--- config.mk ---
export PLATFORM = sky130hd
export DESIGN_NAME = spi_top
export DESIGN_NICKNAME = d
export VERILOG_FILES = /design/src/source/spi_pkg.sv /design/src/source/spi_apb_regs.sv /design/src/source/spi_fifo.sv /design/src/source/spi_sclk_timer.sv /design/src/source/spi_shift_reg.sv /design/src/source/spi_top.sv /design/src/source/spi_xfer_fsm.sv
export SDC_FILE = /design/constraint.sdc
export NUM_CORES = 1
export LEC_CHECK = 0
export BUFFER_PORTS_ARGS = -buffer_cell sky130_fd_sc_hd__buf_2
export CORE_MARGIN = 2
export CORE_UTILIZATION = 65
export DETAILED_ROUTE_END_ITERATION = 12
export PLACE_DENSITY = 0.93
export SYNTH_ARGS = -nofsm -noshare
export SYNTH_HDL_FRONTEND = slang
export SYNTH_HIERARCHICAL = 1
export SYNTH_SLANG_ARGS = --single-unit
--- constraint.sdc ---
create_clock -name pclk -period 5.07 [get_ports pclk]
set_clock_uncertainty 0.05 [all_clocks]
set_input_delay 0.2535 -clock pclk [delete_from_list [all_inputs] [get_ports pclk]]
set_output_delay 0.2535 -clock pclk [all_outputs]
set_load 0.005 [all_outputs]
--- src/source/spi_pkg.sv ---
/*
 * SPI master shared definitions
 * register map, field positions, FIFO sizing and the
 * state and access-kind enums used across the design
 */

package spi_pkg;

	// ========================================================================
	// bus and frame sizing
	// ========================================================================
	localparam int DATA_W     = 32;
	localparam int ADDR_W     = 4;
	localparam int FRAME_BITS = 8;

	// fifo geometry, level needs one more bit than the pointer
	localparam int FIFO_DEPTH = 8;
	localparam int FIFO_PTR_W = 3;
	localparam int FIFO_LVL_W = 4;

	// ========================================================================
	// register map, byte offsets
	// ========================================================================
	localparam logic [ADDR_W-1:0] ADDR_CTRL = 4'h0;
	localparam logic [ADDR_W-1:0] ADDR_BAUD = 4'h4;
	localparam logic [ADDR_W-1:0] ADDR_STAT = 4'h8;
	localparam logic [ADDR_W-1:0] ADDR_DATA = 4'hC;

	// CTRL fields
	localparam int CTRL_EN_BIT   = 0;
	localparam int CTRL_CPOL_BIT = 1;
	localparam int CTRL_CPHA_BIT = 2;
	// self-clearing, flushes both fifos
	localparam int CTRL_SWR_BIT  = 3;
	localparam int CTRL_GAP_LSB  = 8;
	localparam int GAP_W         = 8;

	// BAUD field, half period is baud+1 pclk cycles
	localparam int BAUD_W = 8;

	// STAT fields
	localparam int STAT_TX_LVL_LSB   = 0;
	localparam int STAT_RX_LVL_LSB   = 4;
	localparam int STAT_TX_FULL_BIT  = 8;
	localparam int STAT_TX_EMPTY_BIT = 9;
	localparam int STAT_RX_FULL_BIT  = 10;
	localparam int STAT_RX_EMPTY_BIT = 11;
	localparam int STAT_BUSY_BIT     = 12;

	// sclk edge counter, two edges per bit
	localparam int                EDGE_W    = $clog2(2 * FRAME_BITS);
	localparam logic [EDGE_W-1:0] LAST_EDGE = EDGE_W'(2 * FRAME_BITS - 1);

	// ========================================================================
	// enums
	// ========================================================================
	// frame sequencer states
	typedef enum logic [1:0]
	{
		IDLE,
		LOAD,
		SHIFT,
		GAP
	} xfer_state_t;

	// decoded apb access kind
	typedef enum logic [1:0]
	{
		OP_NONE,
		OP_WRITE,
		OP_READ,
		OP_ERROR
	} apb_op_t;

endpackage

--- src/source/spi_apb_regs.sv ---
/*
 * SPI master APB register block
 * zero-wait slave: decodes accesses, holds CTRL and BAUD,
 * builds STAT, drives fifo push/pop strobes and pslverr
 */

`timescale 1ns/1ps

module spi_apb_regs
	import spi_pkg::*;
(
	input  logic                  pclk,
	input  logic                  preset_n,
	// apb slave
	input  logic                  psel,
	input  logic                  penable,
	input  logic                  pwrite,
	input  logic [ADDR_W-1:0]     paddr,
	input  logic [DATA_W-1:0]     pwdata,
	input  logic [DATA_W/8-1:0]   pstrb,
	output logic [DATA_W-1:0]     prdata,
	output logic                  pready,
	output logic                  pslverr,
	// configuration
	output logic                  enable,
	output logic                  cpol,
	output logic                  cpha,
	output logic [GAP_W-1:0]      gap,
	output logic [BAUD_W-1:0]     baud,
	// fifo side
	output logic                  tx_push,
	output logic                  rx_pop,
	output logic                  fifo_clear,
	output logic [FRAME_BITS-1:0] tx_wdata,
	input  logic [FIFO_LVL_W-1:0] tx_level,
	input  logic [FIFO_LVL_W-1:0] rx_level,
	input  logic                  tx_full,
	input  logic                  tx_empty,
	input  logic                  rx_full,
	input  logic                  rx_empty,
	input  logic                  busy,
	input  logic [FRAME_BITS-1:0] rx_rdata
);

	apb_op_t           op;
	logic              acc_err;
	logic [DATA_W-1:0] ctrl_rd;
	logic [DATA_W-1:0] stat_rd;

	// ========================================================================
	// access decode
	// ========================================================================
	// misaligned, partial strobe, out of map, or STAT write
	assign acc_err = (paddr[1:0] != 2'b00) || (pstrb != '1) ||
		(paddr > ADDR_DATA) || (pwrite && (paddr == ADDR_STAT));

	always_comb
	begin
		if (!(psel && penable))
			op = OP_NONE;
		else if (acc_err)
			op = OP_ERROR;
		else if (pwrite)
			op = OP_WRITE;
		else
			op = OP_READ;
	end

	// never stalls
	assign pready  = 1'b1;
	assign pslverr = (op == OP_ERROR);

	// data port strobes, fifo itself drops push on full / pop on empty
	assign tx_push  = (op == OP_WRITE) && (paddr == ADDR_DATA);
	assign rx_pop   = (op == OP_READ) && (paddr == ADDR_DATA);
	assign tx_wdata = pwdata[FRAME_BITS-1:0];

	// ========================================================================
	// CTRL / BAUD
	// ========================================================================
	always_ff @(posedge pclk or negedge preset_n)
	begin
		if (!preset_n)
		begin
			enable     <= 1'b0;
			cpol       <= 1'b0;
			cpha       <= 1'b0;
			gap        <= '0;
			baud       <= '0;
			fifo_clear <= 1'b0;
		end
		else
		begin
			// one-cycle pulse
			fifo_clear <= 1'b0;
			if (op == OP_WRITE && paddr == ADDR_CTRL)
			begin
				if (pwdata[CTRL_SWR_BIT])
				begin
					// soft reset, config back to defaults
					enable     <= 1'b0;
					cpol       <= 1'b0;
					cpha       <= 1'b0;
					gap        <= '0;
					baud       <= '0;
					fifo_clear <= 1'b1;
				end
				else
				begin
					enable <= pwdata[CTRL_EN_BIT];
					cpol   <= pwdata[CTRL_CPOL_BIT];
					cpha   <= pwdata[CTRL_CPHA_BIT];
					gap    <= pwdata[CTRL_GAP_LSB +: GAP_W];
				end
			end
			if (op == OP_WRITE && paddr == ADDR_BAUD)
				baud <= pwdata[BAUD_W-1:0];
		end
	end

	// ========================================================================
	// read side
	// ========================================================================
	// swr bit and reserved bits read 0
	always_comb
	begin
		ctrl_rd                              = '0;
		ctrl_rd[CTRL_EN_BIT]                 = enable;
		ctrl_rd[CTRL_CPOL_BIT]               = cpol;
		ctrl_rd[CTRL_CPHA_BIT]               = cpha;
		ctrl_rd[CTRL_GAP_LSB +: GAP_W]       = gap;
	end

	always_comb
	begin
		stat_rd                                  = '0;
		stat_rd[STAT_TX_LVL_LSB +: FIFO_LVL_W]   = tx_level;
		stat_rd[STAT_RX_LVL_LSB +: FIFO_LVL_W]   = rx_level;
		stat_rd[STAT_TX_FULL_BIT]                = tx_full;
		stat_rd[STAT_TX_EMPTY_BIT]               = tx_empty;
		stat_rd[STAT_RX_FULL_BIT]                = rx_full;
		stat_rd[STAT_RX_EMPTY_BIT]               = rx_empty;
		stat_rd[STAT_BUSY_BIT]                   = busy;
	end

	// only valid reads return data
	always_comb
	begin
		prdata = '0;
		if (op == OP_READ)
		begin
			case (paddr)
				ADDR_CTRL: prdata = ctrl_rd;
				ADDR_BAUD: prdata = DATA_W'(baud);
				ADDR_STAT: prdata = stat_rd;
				// empty rx reads as zero
				ADDR_DATA: prdata = rx_empty ? '0 : DATA_W'(rx_rdata);
				default:   prdata = '0;
			endcase
		end
	end

endmodule

--- src/source/spi_fifo.sv ---
/*
 * synchronous FIFO, first-word fall-through
 * shared by the TX and RX paths of the SPI master
 */

`timescale 1ns/1ps

module spi_fifo
	import spi_pkg::*;
(
	input  logic                  pclk,
	input  logic                  preset_n,
	input  logic                  clear,
	input  logic                  push,
	input  logic                  pop,
	input  logic [FRAME_BITS-1:0] wdata,
	output logic [FRAME_BITS-1:0] rdata,
	output logic [FIFO_LVL_W-1:0] level,
	output logic                  full,
	output logic                  empty
);

	// pointers carry one extra wrap bit
	logic [FIFO_PTR_W:0]   wr_ptr;
	logic [FIFO_PTR_W:0]   rd_ptr;
	logic [FRAME_BITS-1:0] mem [FIFO_DEPTH];
	logic                  wr_en;
	logic                  rd_en;

	// blocked strobes are simply dropped
	assign wr_en = push && !full;
	assign rd_en = pop && !empty;

	always_ff @(posedge pclk or negedge preset_n)
	begin
		if (!preset_n)
		begin
			wr_ptr <= '0;
			rd_ptr <= '0;
		end
		else if (clear)
		begin
			wr_ptr <= '0;
			rd_ptr <= '0;
		end
		else
		begin
			if (wr_en)
				wr_ptr <= wr_ptr + 1'b1;
			if (rd_en)
				rd_ptr <= rd_ptr + 1'b1;
		end
	end

	// storage
	always_ff @(posedge pclk)
	begin
		if (wr_en)
			mem[wr_ptr[FIFO_PTR_W-1:0]] <= wdata;
	end

	// head entry always visible
	assign rdata = mem[rd_ptr[FIFO_PTR_W-1:0]];

	// flags from pointer difference
	assign level = wr_ptr - rd_ptr;
	assign empty = (wr_ptr == rd_ptr);
	assign full  = (wr_ptr[FIFO_PTR_W-1:0] == rd_ptr[FIFO_PTR_W-1:0]) &&
		(wr_ptr[FIFO_PTR_W] != rd_ptr[FIFO_PTR_W]);

endmodule

--- src/source/spi_sclk_timer.sv ---
/*
 * SPI serial clock timer
 * divides pclk into 16 sclk half periods per frame, turns
 * the edges into sample/shift strobes, times the frame gap
 */

`timescale 1ns/1ps

module spi_sclk_timer
	import spi_pkg::*;
(
	input  logic              pclk,
	input  logic              preset_n,
	input  logic              cpol,
	input  logic              cpha,
	input  logic              frame_start,
	input  logic              gap_start,
	input  logic              fifo_clear,
	input  logic [BAUD_W-1:0] baud,
	input  logic [GAP_W-1:0]  gap,
	output logic              sclk,
	output logic              sample_strobe,
	output logic              shift_strobe,
	output logic              frame_done,
	output logic              gap_done
);

	logic              active;
	logic              tail;
	logic              gap_run;
	logic              edge_hit;
	logic              leading;
	logic [BAUD_W-1:0] div_cnt;
	logic [EDGE_W-1:0] edge_cnt;
	logic [GAP_W-1:0]  gap_cnt;

	// edge at end of each half period
	assign edge_hit = active && (div_cnt == baud);
	// odd-numbered edges leave the idle level
	assign leading  = !edge_cnt[0];

	// ========================================================================
	// half-period divider and edge counter
	// ========================================================================
	always_ff @(posedge pclk or negedge preset_n)
	begin
		if (!preset_n)
		begin
			active   <= 1'b0;
			tail     <= 1'b0;
			div_cnt  <= '0;
			edge_cnt <= '0;
			sclk     <= 1'b0;
		end
		else if (fifo_clear)
		begin
			active <= 1'b0;
			tail   <= 1'b0;
			sclk   <= cpol;
		end
		else
		begin
			// one cycle after the last edge
			tail <= edge_hit && (edge_cnt == LAST_EDGE);
			if (frame_start)
			begin
				active   <= 1'b1;
				div_cnt  <= '0;
				edge_cnt <= '0;
				sclk     <= cpol;
			end
			else if (edge_hit)
			begin
				div_cnt  <= '0;
				edge_cnt <= edge_cnt + 1'b1;
				sclk     <= ~sclk;
				if (edge_cnt == LAST_EDGE)
					active <= 1'b0;
			end
			else if (active)
				div_cnt <= div_cnt + 1'b1;
			else
				sclk <= cpol;
		end
	end

	// cpha 0: sample leading, shift trailing
	// cpha 1: sample trailing, shift later leading plus tail
	assign sample_strobe = edge_hit && (leading ^ cpha);
	assign shift_strobe  = cpha ?
		((edge_hit && leading && (edge_cnt != '0)) || tail) :
		(edge_hit && !leading);
	assign frame_done = tail;

	// ========================================================================
	// inter-frame gap, gap+1 cycles
	// ========================================================================
	always_ff @(posedge pclk or negedge preset_n)
	begin
		if (!preset_n)
		begin
			gap_run <= 1'b0;
			gap_cnt <= '0;
		end
		else if (fifo_clear)
			gap_run <= 1'b0;
		else if (gap_start)
		begin
			gap_run <= 1'b1;
			gap_cnt <= gap;
		end
		else if (gap_run)
		begin
			if (gap_cnt == '0)
				gap_run <= 1'b0;
			else
				gap_cnt <= gap_cnt - 1'b1;
		end
	end

	assign gap_done = gap_run && (gap_cnt == '0);

endmodule

--- src/source/spi_shift_reg.sv ---
/*
 * SPI frame shift register
 * launches mosi from the MSB and collects miso at the LSB,
 * one held sample per shift
 */

`timescale 1ns/1ps

module spi_shift_reg
	import spi_pkg::*;
(
	input  logic                  pclk,
	input  logic                  preset_n,
	input  logic                  load,
	input  logic                  sample_strobe,
	input  logic                  shift_strobe,
	input  logic                  miso,
	input  logic [FRAME_BITS-1:0] tx_byte,
	output logic                  mosi,
	output logic [FRAME_BITS-1:0] rx_byte
);

	logic [FRAME_BITS-1:0] shreg;
	logic [FRAME_BITS-1:0] shreg_nxt;
	// miso bit waiting for its shift
	logic                  miso_q;

	// shifted view, sampled bit enters at LSB
	assign shreg_nxt = {shreg[FRAME_BITS-2:0], miso_q};

	always_ff @(posedge pclk or negedge preset_n)
	begin
		if (!preset_n)
		begin
			shreg  <= '0;
			miso_q <= 1'b0;
		end
		else
		begin
			// tx head byte, msb first
			if (load)
				shreg <= tx_byte;
			else if (shift_strobe)
				shreg <= shreg_nxt;
			if (sample_strobe)
				miso_q <= miso;
		end
	end

	assign mosi = shreg[FRAME_BITS-1];

	// final shift may land with the rx push,
	// so show the post-shift byte in that cycle
	assign rx_byte = shift_strobe ? shreg_nxt : shreg;

endmodule

--- src/source/spi_top.sv ---
/*
 * APB SPI master top level
 * register block, TX/RX FIFOs, frame sequencer,
 * sclk timer and shift register
 */

`timescale 1ns/1ps

module spi_top
	import spi_pkg::*;
(
	input  logic                pclk,
	input  logic                preset_n,
	input  logic                psel,
	input  logic                penable,
	input  logic                pwrite,
	input  logic [ADDR_W-1:0]   paddr,
	input  logic [DATA_W-1:0]   pwdata,
	input  logic [DATA_W/8-1:0] pstrb,
	output logic [DATA_W-1:0]   prdata,
	output logic                pready,
	output logic                pslverr,
	output logic                sclk,
	output logic                mosi,
	output logic                ss_n,
	input  logic                miso
);

	// configuration
	logic                  enable;
	logic                  cpol;
	logic                  cpha;
	logic [GAP_W-1:0]      gap;
	logic [BAUD_W-1:0]     baud;
	logic                  fifo_clear;
	// tx path
	logic                  tx_push;
	logic                  tx_pop;
	logic [FRAME_BITS-1:0] tx_wdata;
	logic [FRAME_BITS-1:0] tx_byte;
	logic [FIFO_LVL_W-1:0] tx_level;
	logic                  tx_full;
	logic                  tx_empty;
	// rx path
	logic                  rx_push;
	logic                  rx_pop;
	logic [FRAME_BITS-1:0] rx_byte;
	logic [FRAME_BITS-1:0] rx_rdata;
	logic [FIFO_LVL_W-1:0] rx_level;
	logic                  rx_full;
	logic                  rx_empty;
	// sequencing
	logic                  busy;
	logic                  load;
	logic                  frame_start;
	logic                  frame_done;
	logic                  gap_start;
	logic                  gap_done;
	logic                  sample_strobe;
	logic                  shift_strobe;

	spi_apb_regs u_apb_regs
	(
		.pclk       (pclk),
		.preset_n   (preset_n),
		.psel       (psel),
		.penable    (penable),
		.pwrite     (pwrite),
		.paddr      (paddr),
		.pwdata     (pwdata),
		.pstrb      (pstrb),
		.prdata     (prdata),
		.pready     (pready),
		.pslverr    (pslverr),
		.enable     (enable),
		.cpol       (cpol),
		.cpha       (cpha),
		.gap        (gap),
		.baud       (baud),
		.tx_push    (tx_push),
		.rx_pop     (rx_pop),
		.fifo_clear (fifo_clear),
		.tx_wdata   (tx_wdata),
		.tx_level   (tx_level),
		.rx_level   (rx_level),
		.tx_full    (tx_full),
		.tx_empty   (tx_empty),
		.rx_full    (rx_full),
		.rx_empty   (rx_empty),
		.busy       (busy),
		.rx_rdata   (rx_rdata)
	);

	// apb writes in, frames out
	spi_fifo u_tx_fifo
	(
		.pclk     (pclk),
		.preset_n (preset_n),
		.clear    (fifo_clear),
		.push     (tx_push),
		.pop      (tx_pop),
		.wdata    (tx_wdata),
		.rdata    (tx_byte),
		.level    (tx_level),
		.full     (tx_full),
		.empty    (tx_empty)
	);

	// received frames in, apb reads out
	spi_fifo u_rx_fifo
	(
		.pclk     (pclk),
		.preset_n (preset_n),
		.clear    (fifo_clear),
		.push     (rx_push),
		.pop      (rx_pop),
		.wdata    (rx_byte),
		.rdata    (rx_rdata),
		.level    (rx_level),
		.full     (rx_full),
		.empty    (rx_empty)
	);

	spi_xfer_fsm u_xfer_fsm
	(
		.pclk        (pclk),
		.preset_n    (preset_n),
		.enable      (enable),
		.tx_empty    (tx_empty),
		.frame_done  (frame_done),
		.gap_done    (gap_done),
		.fifo_clear  (fifo_clear),
		.tx_pop      (tx_pop),
		.rx_push     (rx_push),
		.load        (load),
		.frame_start (frame_start),
		.gap_start   (gap_start),
		.ss_n        (ss_n),
		.busy        (busy)
	);

	spi_sclk_timer u_sclk_timer
	(
		.pclk          (pclk),
		.preset_n      (preset_n),
		.cpol          (cpol),
		.cpha          (cpha),
		.frame_start   (frame_start),
		.gap_start     (gap_start),
		.fifo_clear    (fifo_clear),
		.baud          (baud),
		.gap           (gap),
		.sclk          (sclk),
		.sample_strobe (sample_strobe),
		.shift_strobe  (shift_strobe),
		.frame_done    (frame_done),
		.gap_done      (gap_done)
	);

	spi_shift_reg u_shift_reg
	(
		.pclk          (pclk),
		.preset_n      (preset_n),
		.load          (load),
		.sample_strobe (sample_strobe),
		.shift_strobe  (shift_strobe),
		.miso          (miso),
		.tx_byte       (tx_byte),
		.mosi          (mosi),
		.rx_byte       (rx_byte)
	);

endmodule

--- src/source/spi_xfer_fsm.sv ---
/*
 * SPI frame sequencer
 * walks IDLE, LOAD, SHIFT, GAP; owns slave select,
 * the fifo pop/push strobes and the timer start pulses
 */

`timescale 1ns/1ps

module spi_xfer_fsm
	import spi_pkg::*;
(
	input  logic pclk,
	input  logic preset_n,
	input  logic enable,
	input  logic tx_empty,
	input  logic frame_done,
	input  logic gap_done,
	input  logic fifo_clear,
	output logic tx_pop,
	output logic rx_push,
	output logic load,
	output logic frame_start,
	output logic gap_start,
	output logic ss_n,
	output logic busy
);

	xfer_state_t state;
	xfer_state_t state_nxt;

	// ========================================================================
	// next state
	// ========================================================================
	always_comb
	begin
		state_nxt = state;
		case (state)
			IDLE:
			begin
				if (enable && !tx_empty)
					state_nxt = LOAD;
			end
			// single cycle, byte moves into shifter
			LOAD:
				state_nxt = SHIFT;
			SHIFT:
			begin
				if (frame_done)
					state_nxt = GAP;
			end
			// back to back frames only while enabled
			GAP:
			begin
				if (gap_done)
					state_nxt = (enable && !tx_empty) ? LOAD : IDLE;
			end
			default:
				state_nxt = IDLE;
		endcase
	end

	// ========================================================================
	// state and slave select
	// ========================================================================
	// ss_n registered from next state, glitch free on the pin
	always_ff @(posedge pclk or negedge preset_n)
	begin
		if (!preset_n)
		begin
			state <= IDLE;
			ss_n  <= 1'b1;
		end
		else if (fifo_clear)
		begin
			state <= IDLE;
			ss_n  <= 1'b1;
		end
		else
		begin
			state <= state_nxt;
			ss_n  <= !((state_nxt == LOAD) || (state_nxt == SHIFT));
		end
	end

	// strobes, all single cycle
	assign tx_pop      = (state == LOAD);
	assign load        = (state == LOAD);
	assign frame_start = (state == LOAD);
	assign rx_push     = (state == SHIFT) && frame_done;
	assign gap_start   = rx_push;

	assign busy = (state != IDLE);

endmodule

==> flow_metrics.env, run 1 <==
export IMPL_status="complete, no violations"
export IMPL_cts_sinks=200
export IMPL_dp_slack_ns=1.75
export IMPL_critPathRequiredTime_ns=4.77
export IMPL_synth_area_top_cells="edfxtp_1 (40%), dfrtp_1 (18%), mux4_2 (7.4%), nand2_1 (2.8%), mux2_2 (2.3%)"
export IMPL_yosys_top_cells_count="edfxtp_1 (128), nand2_1 (73), dfrtp_1 (71)"
export IMPL_cts_tree="built"
export IMPL_ctsRootBufferMaster="clkbuf_16"
export IMPL_finalPower_uw=4590
export IMPL_yosys_warnings=6
export IMPL_hp_start="pwdata[5]"
export IMPL_routedWlPerCell_um=22.8
export IMPL_cp_start_kind="flip-flop"
export IMPL_cap_violations=0
export IMPL_gp_congestion=0.928
export IMPL_swShare=0.294
export IMPL_area_delta_synth_final_pct=8.97
export IMPL_holdPathEnd="u_tx_fifo/mem[6][5]"
export IMPL_cts_buffers_inserted=17
export IMPL_cts_buffer_depth=2
export IMPL_dieArea_mm2=0.0160
export IMPL_period_needed_ns=3.49
export IMPL_grt_max_degree=73
export IMPL_synth_most_common_cell="edfxtp_1"
export IMPL_synth_distinct_cells=75
export IMPL_synth_compound_area_share=0.0633
export IMPL_p_leak_uw=0.00408
export IMPL_finalHoldViolCount=0
export IMPL_syn_mean_instance_area_um2=13.3
export IMPL_crit_path_max_fanout=21
export IMPL_htree_levels=4
export IMPL_timing_final_crit_share=0.688
export IMPL_yosys_area_top_type_share=0.395
export IMPL_synth_area_mm2=0.00973
export IMPL_core_area_mm2=0.0146
export IMPL_p_clk_frac=0.305
export IMPL_r2r_slack_ns=1.72
export IMPL_final_layout_size_suffix_gt1_frac=0.237
export IMPL_finalCoreUtilization=0.726
export IMPL_first_iter_violations=1031
export IMPL_path_class="flip-flop to primary output"
export IMPL_num_rows=44
export IMPL_grt_pass1_vias=6428
export IMPL_dpl_hpwl_um=14300
export IMPL_seqPwrFrac=0.460
export IMPL_tightest_slew_ns=1.33
export IMPL_synthMuxAreaShare=0.116
export IMPL_whs_path_depth=1
export IMPL_viasPerCell=6.68
export IMPL_wl_met1_um=8330
export IMPL_slew_viol_final=0
export IMPL_synthAdderAreaFrac=0.0234
export IMPL_rsz0062_at_grt="false"
export IMPL_track_usage=0.287
export IMPL_peakVddDrop_mv=0.263
export IMPL_fin_nets=828
export IMPL_ys_seq_area_frac=0.581
export IMPL_grt_antenna_before_repair=1
export IMPL_gr_total_overflow=0
export IMPL_async_flop_share=0.360
export IMPL_relSlewSlack=0.107
export IMPL_ys_dominant_reg_cell="edfxtp_1"
export IMPL_wl_met2_um=11000
export IMPL_drtPass1Iterations=5
export IMPL_portBuffers=49
export IMPL_initial_utilization=0.667
export IMPL_p_sw_uw=1350
export IMPL_tns_ns=0
export IMPL_power_density_mw_per_mm2=433
export IMPL_reg2reg_depth=5
export IMPL_grt_pass1_wl_um=34900
export IMPL_ant_nets=0
export IMPL_worst_ep_arrival_time_ns=3.18
export IMPL_synthSimpleGateAreaFrac=0.131
export IMPL_antenna_cells=0
export IMPL_finalWirelength_um=21900
export IMPL_yosysTopAreaCell="edfxtp_1"
export IMPL_synth_top_family_by_area="simple AND/OR/NAND/NOR gates"
export IMPL_setup_viol_count_final=0
export IMPL_path_clk_slew_ns=0.07
export IMPL_internal_power_uw=3240
export IMPL_clk_latency_ns=0.44
export IMPL_hold_class="primary input to flip-flop"
export IMPL_r2r_end="u_tx_fifo/mem[4][7]"
export IMPL_combPwrFrac=0.236
export IMPL_layout_setup_ws_ns=1.58
export IMPL_synthXorXnorAreaFrac=0.0346
export IMPL_die_w_um=126
export IMPL_worstSetupEndpointType="primary output"
export IMPL_vias=6428
export IMPL_cts_repair_resized=0
export IMPL_io_pin_count=83
export IMPL_cts_setup_buffers=0
export IMPL_die_height_um=126
export IMPL_timing_rr_start="u_tx_fifo/rd_ptr[1]"
export IMPL_cts_hold_fix_buffers=2
export IMPL_synth_edff_count=128
export IMPL_ys_seq_elements=200
export IMPL_postSynthCellCount=729
export IMPL_drc_errors=0
export IMPL_wl_met3_um=1810
export IMPL_highest_layer="met5"
export IMPL_fmax_mhz=287
[worst max-delay path: stages, from the launching register on]
cell and delay [ns]:
dfrtp_1 0.98, inv_1 0.13, ha_1 0.41, nand3_4 0.15
nor2_1 0.60, nand3b_1 0.20, a21oi_1 0.11, buf_2 0.16
[power groups by stage]
stage,Combinational [uW],Sequential (uW),Clock (uW)
after floorplan,854,2080,0
after global placement,962,2120,0
after detailed placement,1040,2130,0
after CTS,1060,2100,1410
after global routing,1160,2120,1470
final,1080,2110,1400
[area by class of cell]
class,count,area (um2)
Inverter,26,97.6
Timing Repair Buffer,62,350
Clock buffer,17,425
Tap cell,184,230
Fill cell,846,3990
Multi-Input combinational cell,458,3660
Clock inverter,15,189
Sequential cell,200,5650
[worst max-delay path by stage]
stage                                    from                  end  slack (ns)
after floorplan           u_tx_fifo/rd_ptr[1]  u_tx_fifo/mem[0][0]        2.32
after global placement    u_tx_fifo/rd_ptr[1]  u_tx_fifo/mem[1][6]        1.93
after detailed placement  u_tx_fifo/rd_ptr[1]  u_tx_fifo/mem[5][5]        1.75
after CTS                 u_rx_fifo/rd_ptr[1]            prdata[4]        1.64
after global routing      u_rx_fifo/rd_ptr[1]           prdata[11]        1.51
final                     u_rx_fifo/rd_ptr[1]            prdata[2]        1.58
[layer usage]
layer / vias to the layer above / global-route usage
met5: - / 0
li1: 2727 / -
met4: 2 / 0.122
met3: 83 / 0.0624
met2: 428 / 0.473
met1: 3188 / 0.374
[cell families (layout without fill, tap and decap cells)]
kind of cell / Yosys count / in the layout
XOR/XNOR: 35 / 35
flip-flops: 200 / 200
AND/OR/NAND/NOR: 235 / 235
other: 2 / 17
AO/OA/AOI/OAI: 88 / 88
multiplexers: 66 / 66
buffers and inverters: 86 / 120
adder cells (fa/ha/maj): 17 / 17
[stage by stage]
step	hold WS, ns	instances	instance area (um2)
after floorplan	-0.0921	744	9780
after global placement	0.374	927	9950
after detailed placement	0.384	927	9950
after CTS	0.0707	961	10600
after global routing	0.0832	962	10600
final	0.0739	962	10600
[sequential cells by signal, summed over array words and instances, names as in the netlist]
signal                   cells
u_sclk_timer/gap_run         1
u_shift_reg/miso_q           1
u_rx_fifo/mem               64
u_sclk_timer/frame_done      1
u_xfer_fsm/ss_n              1
u_apb_regs/cpha              1
u_sclk_timer/sclk            1
u_sclk_timer/gap_cnt         8
u_tx_fifo/wr_ptr             4
u_apb_regs/enable            1
u_apb_regs/cpol              1
u_apb_regs/fifo_clear        1
u_apb_regs/gap               8
u_apb_regs/baud              8
u_sclk_timer/edge_cnt        4
u_xfer_fsm/state             2
u_sclk_timer/active          1
u_sclk_timer/div_cnt         8
u_shift_reg/shreg            8
u_tx_fifo/rd_ptr             4
u_rx_fifo/wr_ptr             4
u_tx_fifo/mem               64
u_rx_fifo/rd_ptr             4
[layout by cell type, fill, tap and decap left out, types with 6 or more instances in the layout]
cell type and n:
a21oi_1 21, a22o_1 10, a22oi_1 10, and3_1 6, buf_2 48, buf_4 12, clkbuf_16 17, conb_1 17
dfrtp_1 71, edfxtp_1 128, ha_1 15, inv_1 24, mux2_2 20, mux2_4 8, mux4_2 32, nand2_1 73
nand3_1 14, nand3b_1 10, nand4_1 12, nor2_1 53, nor2b_1 15, nor3_1 11, nor4_1 7, o211ai_1 6
o21ai_0 11, xnor2_1 22, xor2_1 9
(Power assumes the default switching activity.)
==> run 2, diff against run 1 <==
--- a/config.mk
+++ b/config.mk
@@ -5,11 +5,12 @@
 export SDC_FILE = /design/constraint.sdc
 export NUM_CORES = 1
 export LEC_CHECK = 0
+export ABC_AREA = 1
 export BUFFER_PORTS_ARGS = -buffer_cell sky130_fd_sc_hd__buf_2
 export CORE_MARGIN = 2
-export CORE_UTILIZATION = 65
+export CORE_UTILIZATION = 60
 export DETAILED_ROUTE_END_ITERATION = 12
-export PLACE_DENSITY = 0.93
+export PLACE_DENSITY = 0.87
 export SYNTH_ARGS = -nofsm -noshare
 export SYNTH_HDL_FRONTEND = slang
 export SYNTH_HIERARCHICAL = 1
==> constraint.sdc (replaced) <==
create_clock -name pclk -period 3.7 [get_ports pclk]
set_clock_uncertainty 0.05 [all_clocks]
set_input_delay 0.185 -clock pclk [delete_from_list [all_inputs] [get_ports pclk]]
set_output_delay 0.185 -clock pclk [all_outputs]
set_load 0.005 [all_outputs]
==> flow_metrics.env, run 2 <==
export IMPL_io_pin_count=83
export IMPL_routedWlPerCell_um=16.0
export IMPL_num_rows=48
export IMPL_grt_pass1_vias=7491
export IMPL_cp_start_kind="flip-flop"
export IMPL_synth_most_common_cell="nand2_1"
export IMPL_final_common_cell="nand2_1"
export IMPL_tns_ns=0
export IMPL_dieArea_mm2=0.0184
export IMPL_path_class="flip-flop to primary output"
export IMPL_tightest_slew_ns=0.916
export IMPL_cts_buffer_depth=2
export IMPL_synth_area_top_cells="edfxtp_1 (37%), dfrtp_1 (17%), nand2_1 (12%), nor2_1 (6.6%), buf_4 (3.0%)"
export IMPL_yosys_area_top_type_share=0.369
export IMPL_ant_nets=0
export IMPL_first_iter_violations=771
export IMPL_ys_seq_area_frac=0.542
export IMPL_htree_levels=4
export IMPL_yosys_warnings=6
export IMPL_area_delta_synth_final_pct=8.31
export IMPL_drc_errors=0
export IMPL_num_fill_cells=1279
export IMPL_die_height_um=136
export IMPL_period_needed_ns=3.47
export IMPL_grt_pass1_wl_um=36500
export IMPL_cts_repair_resized=0
export IMPL_dpl_cell_area_mm2=0.0106
export IMPL_dpl_hpwl_um=15800
export IMPL_critPathRequiredTime_ns=3.46
export IMPL_postSynthCellCount=1183
export IMPL_yosys_top_cells_count="nand2_1 (333), nor2_1 (182), edfxtp_1 (128)"
export IMPL_fin_nets=1282
export IMPL_antenna_cells=0
export IMPL_gp_congestion=0.871
export IMPL_synth_distinct_cells=45
export IMPL_stdcell_area_mm2=0.0113
export IMPL_timing_final_crit_share=0.937
export IMPL_power_density_mw_per_mm2=380
export IMPL_slew_viol_final=0
export IMPL_finalCoreUtilization=0.659
export IMPL_core_area_mm2=0.0171
export IMPL_status="complete, no violations"
export IMPL_die_w_um=136
export IMPL_synth_edff_count=128
export IMPL_worstSetupEndpointType="primary output"
export IMPL_rsz0062_at_grt="false"
export IMPL_worst_ep_arrival_time_ns=3.23
export IMPL_fmax_mhz=288
export IMPL_yosysTopAreaCell="edfxtp_1"
export IMPL_finalWirelength_um=23300
export IMPL_ctsRootBufferMaster="clkbuf_16"
export IMPL_grt_antenna_before_repair=0
export IMPL_peakVddDrop_mv=0.383
export IMPL_track_usage=0.256
export IMPL_setup_viol_count_final=0
export IMPL_hold_class="primary input to flip-flop"
export IMPL_clk_latency_ns=0.43
export IMPL_path_clk_slew_ns=0.07
export IMPL_cap_violations=0
export IMPL_ys_dominant_reg_cell="edfxtp_1"
export IMPL_final_layout_size_suffix_gt1_frac=0.140
export IMPL_drtPass1Iterations=8
export IMPL_p_leak_uw=0.00494
export IMPL_initial_utilization=0.609
export IMPL_vias=8134
export IMPL_syn_mean_instance_area_um2=8.81
export IMPL_cts_buffers_inserted=17
export IMPL_final_cell_mix="nand2_1 (333), nor2_1 (182), edfxtp_1 (128)"
export IMPL_gr_total_overflow=0
export IMPL_crit_path_max_fanout=13
export IMPL_cts_tree="built"
export IMPL_grt_max_degree=73
export IMPL_ys_seq_elements=200
export IMPL_async_flop_share=0.360
export IMPL_relSlewSlack=0.390
export IMPL_finalHoldViolCount=0
export IMPL_cts_sinks=200
export IMPL_synth_area_mm2=0.0104
export IMPL_viasPerCell=5.58
export IMPL_portBuffers=49
==> run 2: cell families after synthesis <==
logic type      count (synthesis)  synth area share
buf+inv                       170            0.0827
fa+ha+maj                      17            0.0219
xor+xnor                       19            0.0160
other cells                     2          0.000721
flops                         200             0.542
simple gates                  656             0.272
compound gates                119            0.0646
==> run 2: routing by layer <==
metal / wire [um] / GRT usage
met5: 0 / 0
met4: 717 / 0.102
met3: 1670 / 0.0453
met2: 11500 / 0.428
met1: 9450 / 0.334
==> run 2: area by class of cell <==
class                   count  area [um2]  share of cell area
flip-flops and latches    200        5650               0.500
inverters                 106         415              0.0368
clock buffers              18         429              0.0380
multi-input cells         828        3970               0.352
well taps                 225         282              0.0249
clock inverters            14         145              0.0129
repair buffers             66         400              0.0355
==> run 2: where the power goes <==
part | total [uW] | internal (uW) | leakage [uW] | switching, uW
clock | 1830 | 1000 | 0.000282 | 827
combinational | 91.1 | 25.6 | 0.00265 | 65.5
sequential | 2370 | 2370 | 0.00201 | 1.20
==> run 2: metrics by stage <==
stage / std cells / hold WS (ns) / power, uW / worst slack [ns]
6_report: 1457 / 0.0241 / 4290 / 0.233
5_1_grt: 1457 / 0.0259 / 4400 / 0.137
4_1_cts: 1457 / 0.0161 / 4290 / 0.338
3_5_place_dp: 1415 / 0.326 / 2500 / 0.821
3_3_place_gp: 1415 / 0.319 / 2500 / 0.925
2_1_floorplan: 1198 / -0.161 / 2470 / 1.42
==> run 2: critical path, stage by stage (launching register included) <==
cell and delay [ns]:
dfrtp_1 0.63, clkinv_1 0.38, ha_1 0.42, nand2_1 0.12, nor2_2 0.07, nand2_1 0.18
inv_1 0.11, nor2_2 0.37, nand2_1 0.14, a31o_1 0.20, inv_1 0.06, buf_2 0.11
==> run 2: final timing paths <==
check | start | end | slack, ns | cells after the start
max reg2reg | u_rx_fifo/rd_ptr[2] | u_rx_fifo/mem[5][2] | 0.73 | 9
min | pwdata[4] | u_apb_regs/baud[4] | 0.02 | 3
min reg2reg | u_sclk_timer/edge_cnt[3] | u_sclk_timer/edge_cnt[3] | 0.47 | 2
max in group asynchronous | preset_n | u_shift_reg/shreg[5] | 2.62 | 2
min in group asynchronous | preset_n | u_sclk_timer/gap_cnt[7] | 0.38 | 2
max | u_rx_fifo/rd_ptr[2] | prdata[3] | 0.23 | 11
==> run 2: what timing repair did <==
item | CTS | global route
hold buffers | 10 | 0
buffers inserted | 0 | 0
endpoints found under the setup margin | 0 | 0
endpoints found under the hold margin | 80 | 0
==> run 3, diff against run 2 <==
--- a/config.mk
+++ b/config.mk
@@ -7,8 +7,10 @@
 export LEC_CHECK = 0
 export ABC_AREA = 1
 export BUFFER_PORTS_ARGS = -buffer_cell sky130_fd_sc_hd__buf_2
+export CELL_PAD_IN_SITES_DETAIL_PLACEMENT = 0
+export CELL_PAD_IN_SITES_GLOBAL_PLACEMENT = 1
 export CORE_MARGIN = 2
-export CORE_UTILIZATION = 60
+export CORE_UTILIZATION = 46
 export DETAILED_ROUTE_END_ITERATION = 12
 export PLACE_DENSITY = 0.87
 export SYNTH_ARGS = -nofsm -noshare
==> flow_metrics.env, run 3 (same netlist as run 2, synthesis figures left out) <==
export IMPL_timing_rr_start="u_tx_fifo/rd_ptr[2]"
export IMPL_r2r_end="u_tx_fifo/mem[0][0]"
export IMPL_num_rows=55
export IMPL_drc_errors=0
export IMPL_dieArea_mm2=0.0239
export IMPL_htree_levels=4
export IMPL_timing_final_crit_share=0.848
export IMPL_holdPathEnd="u_apb_regs/baud[4]"
export IMPL_crit_path_max_fanout=13
export IMPL_io_pin_count=83
export IMPL_hp_start="pwdata[4]"
export IMPL_clk_latency_ns=0.44
export IMPL_finalPower_uw=4320
export IMPL_area_delta_synth_final_pct=9.38
export IMPL_status="complete, no violations"
export IMPL_critPathBufInv=5
export IMPL_die_height_um=155
export IMPL_critPathRequiredTime_ns=3.46
export IMPL_cpMostUsedCell="nand2_1"
export IMPL_drtPass1Iterations=5
export IMPL_fin_nets=1284
export IMPL_viasPerCell=4.99
export IMPL_crit_family="buffers and inverters"
export IMPL_p_leak_uw=0.00496
export IMPL_cts_tree="built"
export IMPL_gp_congestion=0.793
export IMPL_reg2reg_depth=9
export IMPL_peakVddDrop_mv=0.253
export IMPL_dp_slack_ns=0.796
export IMPL_path_clk_slew_ns=0.07
export IMPL_cts_setup_buffers=0
export IMPL_power_density_mw_per_mm2=379
export IMPL_slowest_stage="ha_1"
export IMPL_path_class="flip-flop to primary output"
export IMPL_initial_utilization=0.464
export IMPL_final_layout_size_suffix_gt1_frac=0.141
export IMPL_slew_viol_final=0
export IMPL_whs_path_depth=3
export IMPL_worst_ep_arrival_time_ns=2.90
export IMPL_routedWlPerCell_um=14.8
export IMPL_final_cell_mix="nand2_1 (333), nor2_1 (182), edfxtp_1 (128)"
export IMPL_vias=7587
export IMPL_cts_buffers_inserted=17
export IMPL_path_depth=12
export IMPL_grt_antenna_before_repair=0
export IMPL_rsz0062_at_grt="false"
export IMPL_core_area_mm2=0.0224
export IMPL_hold_class="primary input to flip-flop"
export IMPL_finalHoldViolCount=0
export IMPL_grt_pass1_vias=7096
export IMPL_portBuffers=49
export IMPL_die_w_um=155
export IMPL_grt_max_degree=73
export IMPL_dpl_hpwl_um=15900
export IMPL_cts_buffer_depth=2
export IMPL_layout_setup_ws_ns=0.562
export IMPL_final_common_cell="nand2_1"
export IMPL_cap_violations=0
export IMPL_grt_pass1_wl_um=36400
export IMPL_first_iter_violations=614
export IMPL_track_usage=0.196
export IMPL_cp_start_kind="flip-flop"
export IMPL_max_stage_delay_ns=0.42
export IMPL_fmax_mhz=319
export IMPL_tightest_slew_ns=0.932
export IMPL_ant_nets=0
export IMPL_cts_sinks=200
export IMPL_ctsRootBufferMaster="clkbuf_16"
export IMPL_antenna_cells=0
export IMPL_path_cells="buf_4 > clkinv_1 > ha_1 > nand2_1 > nor2_2 > nand2_1 > inv_1 > nor2_2 > nand2_1 > a31o_1 > inv_1 > buf_2"
export IMPL_tns_ns=0
export IMPL_worstSetupEndpointType="primary output"
export IMPL_gr_total_overflow=0
export IMPL_finalWirelength_um=22400
export IMPL_setup_viol_count_final=0
export IMPL_r2r_slack_ns=0.78
export IMPL_relSlewSlack=0.379
export IMPL_period_needed_ns=3.14
-- run 3: cell count changes in the layout (fill, tap and decap cells not counted), sizes merged --
cell      change
buf           +2
clkbuf        +1
clkinvlp      -1
-- run 3: worst max path at each step --
stage | from | to
floorplan | u_tx_fifo/rd_ptr[2] | u_tx_fifo/mem[1][0]
global placement | u_tx_fifo/rd_ptr[2] | u_tx_fifo/mem[0][6]
detailed placement | u_tx_fifo/rd_ptr[2] | u_tx_fifo/mem[0][6]
CTS | u_rx_fifo/rd_ptr[2] | prdata[3]
global route | u_rx_fifo/rd_ptr[2] | prdata[3]
finish | u_rx_fifo/rd_ptr[2] | prdata[3]
-- run 3: layer usage --
metal	up-vias	wire length [um]	GRT usage
li1	3867	-	-
met1	3524	10500	0.272
met2	169	10600	0.317
met3	27	955	0.0328
met4	0	406	0.0613
met5	-	0	0
-- run 3: area by class of cell --
| type | count | area (um2) |
|---|---|---|
| clock buffer | 19 | 433 |
| clock inverter | 13 | 163 |
| fill | 2110 | 11000 |
| inverter | 106 | 415 |
| multi-input combinational | 828 | 3970 |
| sequential | 200 | 5650 |
| tap | 285 | 357 |
| timing repair buffer | 68 | 415 |
-- run 3: power breakdown --
| group | total, uW | switching [uW] | leakage, uW | internal, uW |
|---|---|---|---|---|
| registers | 2370 | 1.23 | 0.00201 | 2370 |
| clock network | 1860 | 839 | 0.000292 | 1020 |
| logic | 90.6 | 65.1 | 0.00266 | 25.5 |
| total | 4320 | 905 | 0.00496 | 3410 |
-- run 3: stage by stage --
step	utilization	instance area [um2]	hold slack (ns)	std cells
2_1_floorplan	-	10500	-0.161	1198
3_3_place_gp	0.477	10700	0.339	1477
3_5_place_dp	0.477	10700	0.331	1477
4_1_cts	0.508	11400	0.0451	1519
5_1_grt	0.508	11400	0.0628	1519
6_report	0.508	11400	0.0451	1519
-- run 3: worst reg2reg max path, stage by stage, from the launching register on --
cell      delay (ns)
dfrtp_1         0.61
clkinv_1        0.36
ha_1            0.41
nand2_1         0.11
nor2_2          0.06
nand2_4         0.10
nand2_4         0.09
inv_4           0.09
nand2_4         0.06
nor2_1          0.61
-- run 3: timing repair --
item | CTS | global route
endpoints found under the hold margin | 80 | 0
hold buffers | 10 | 0
gates resized for setup | 0 | 0
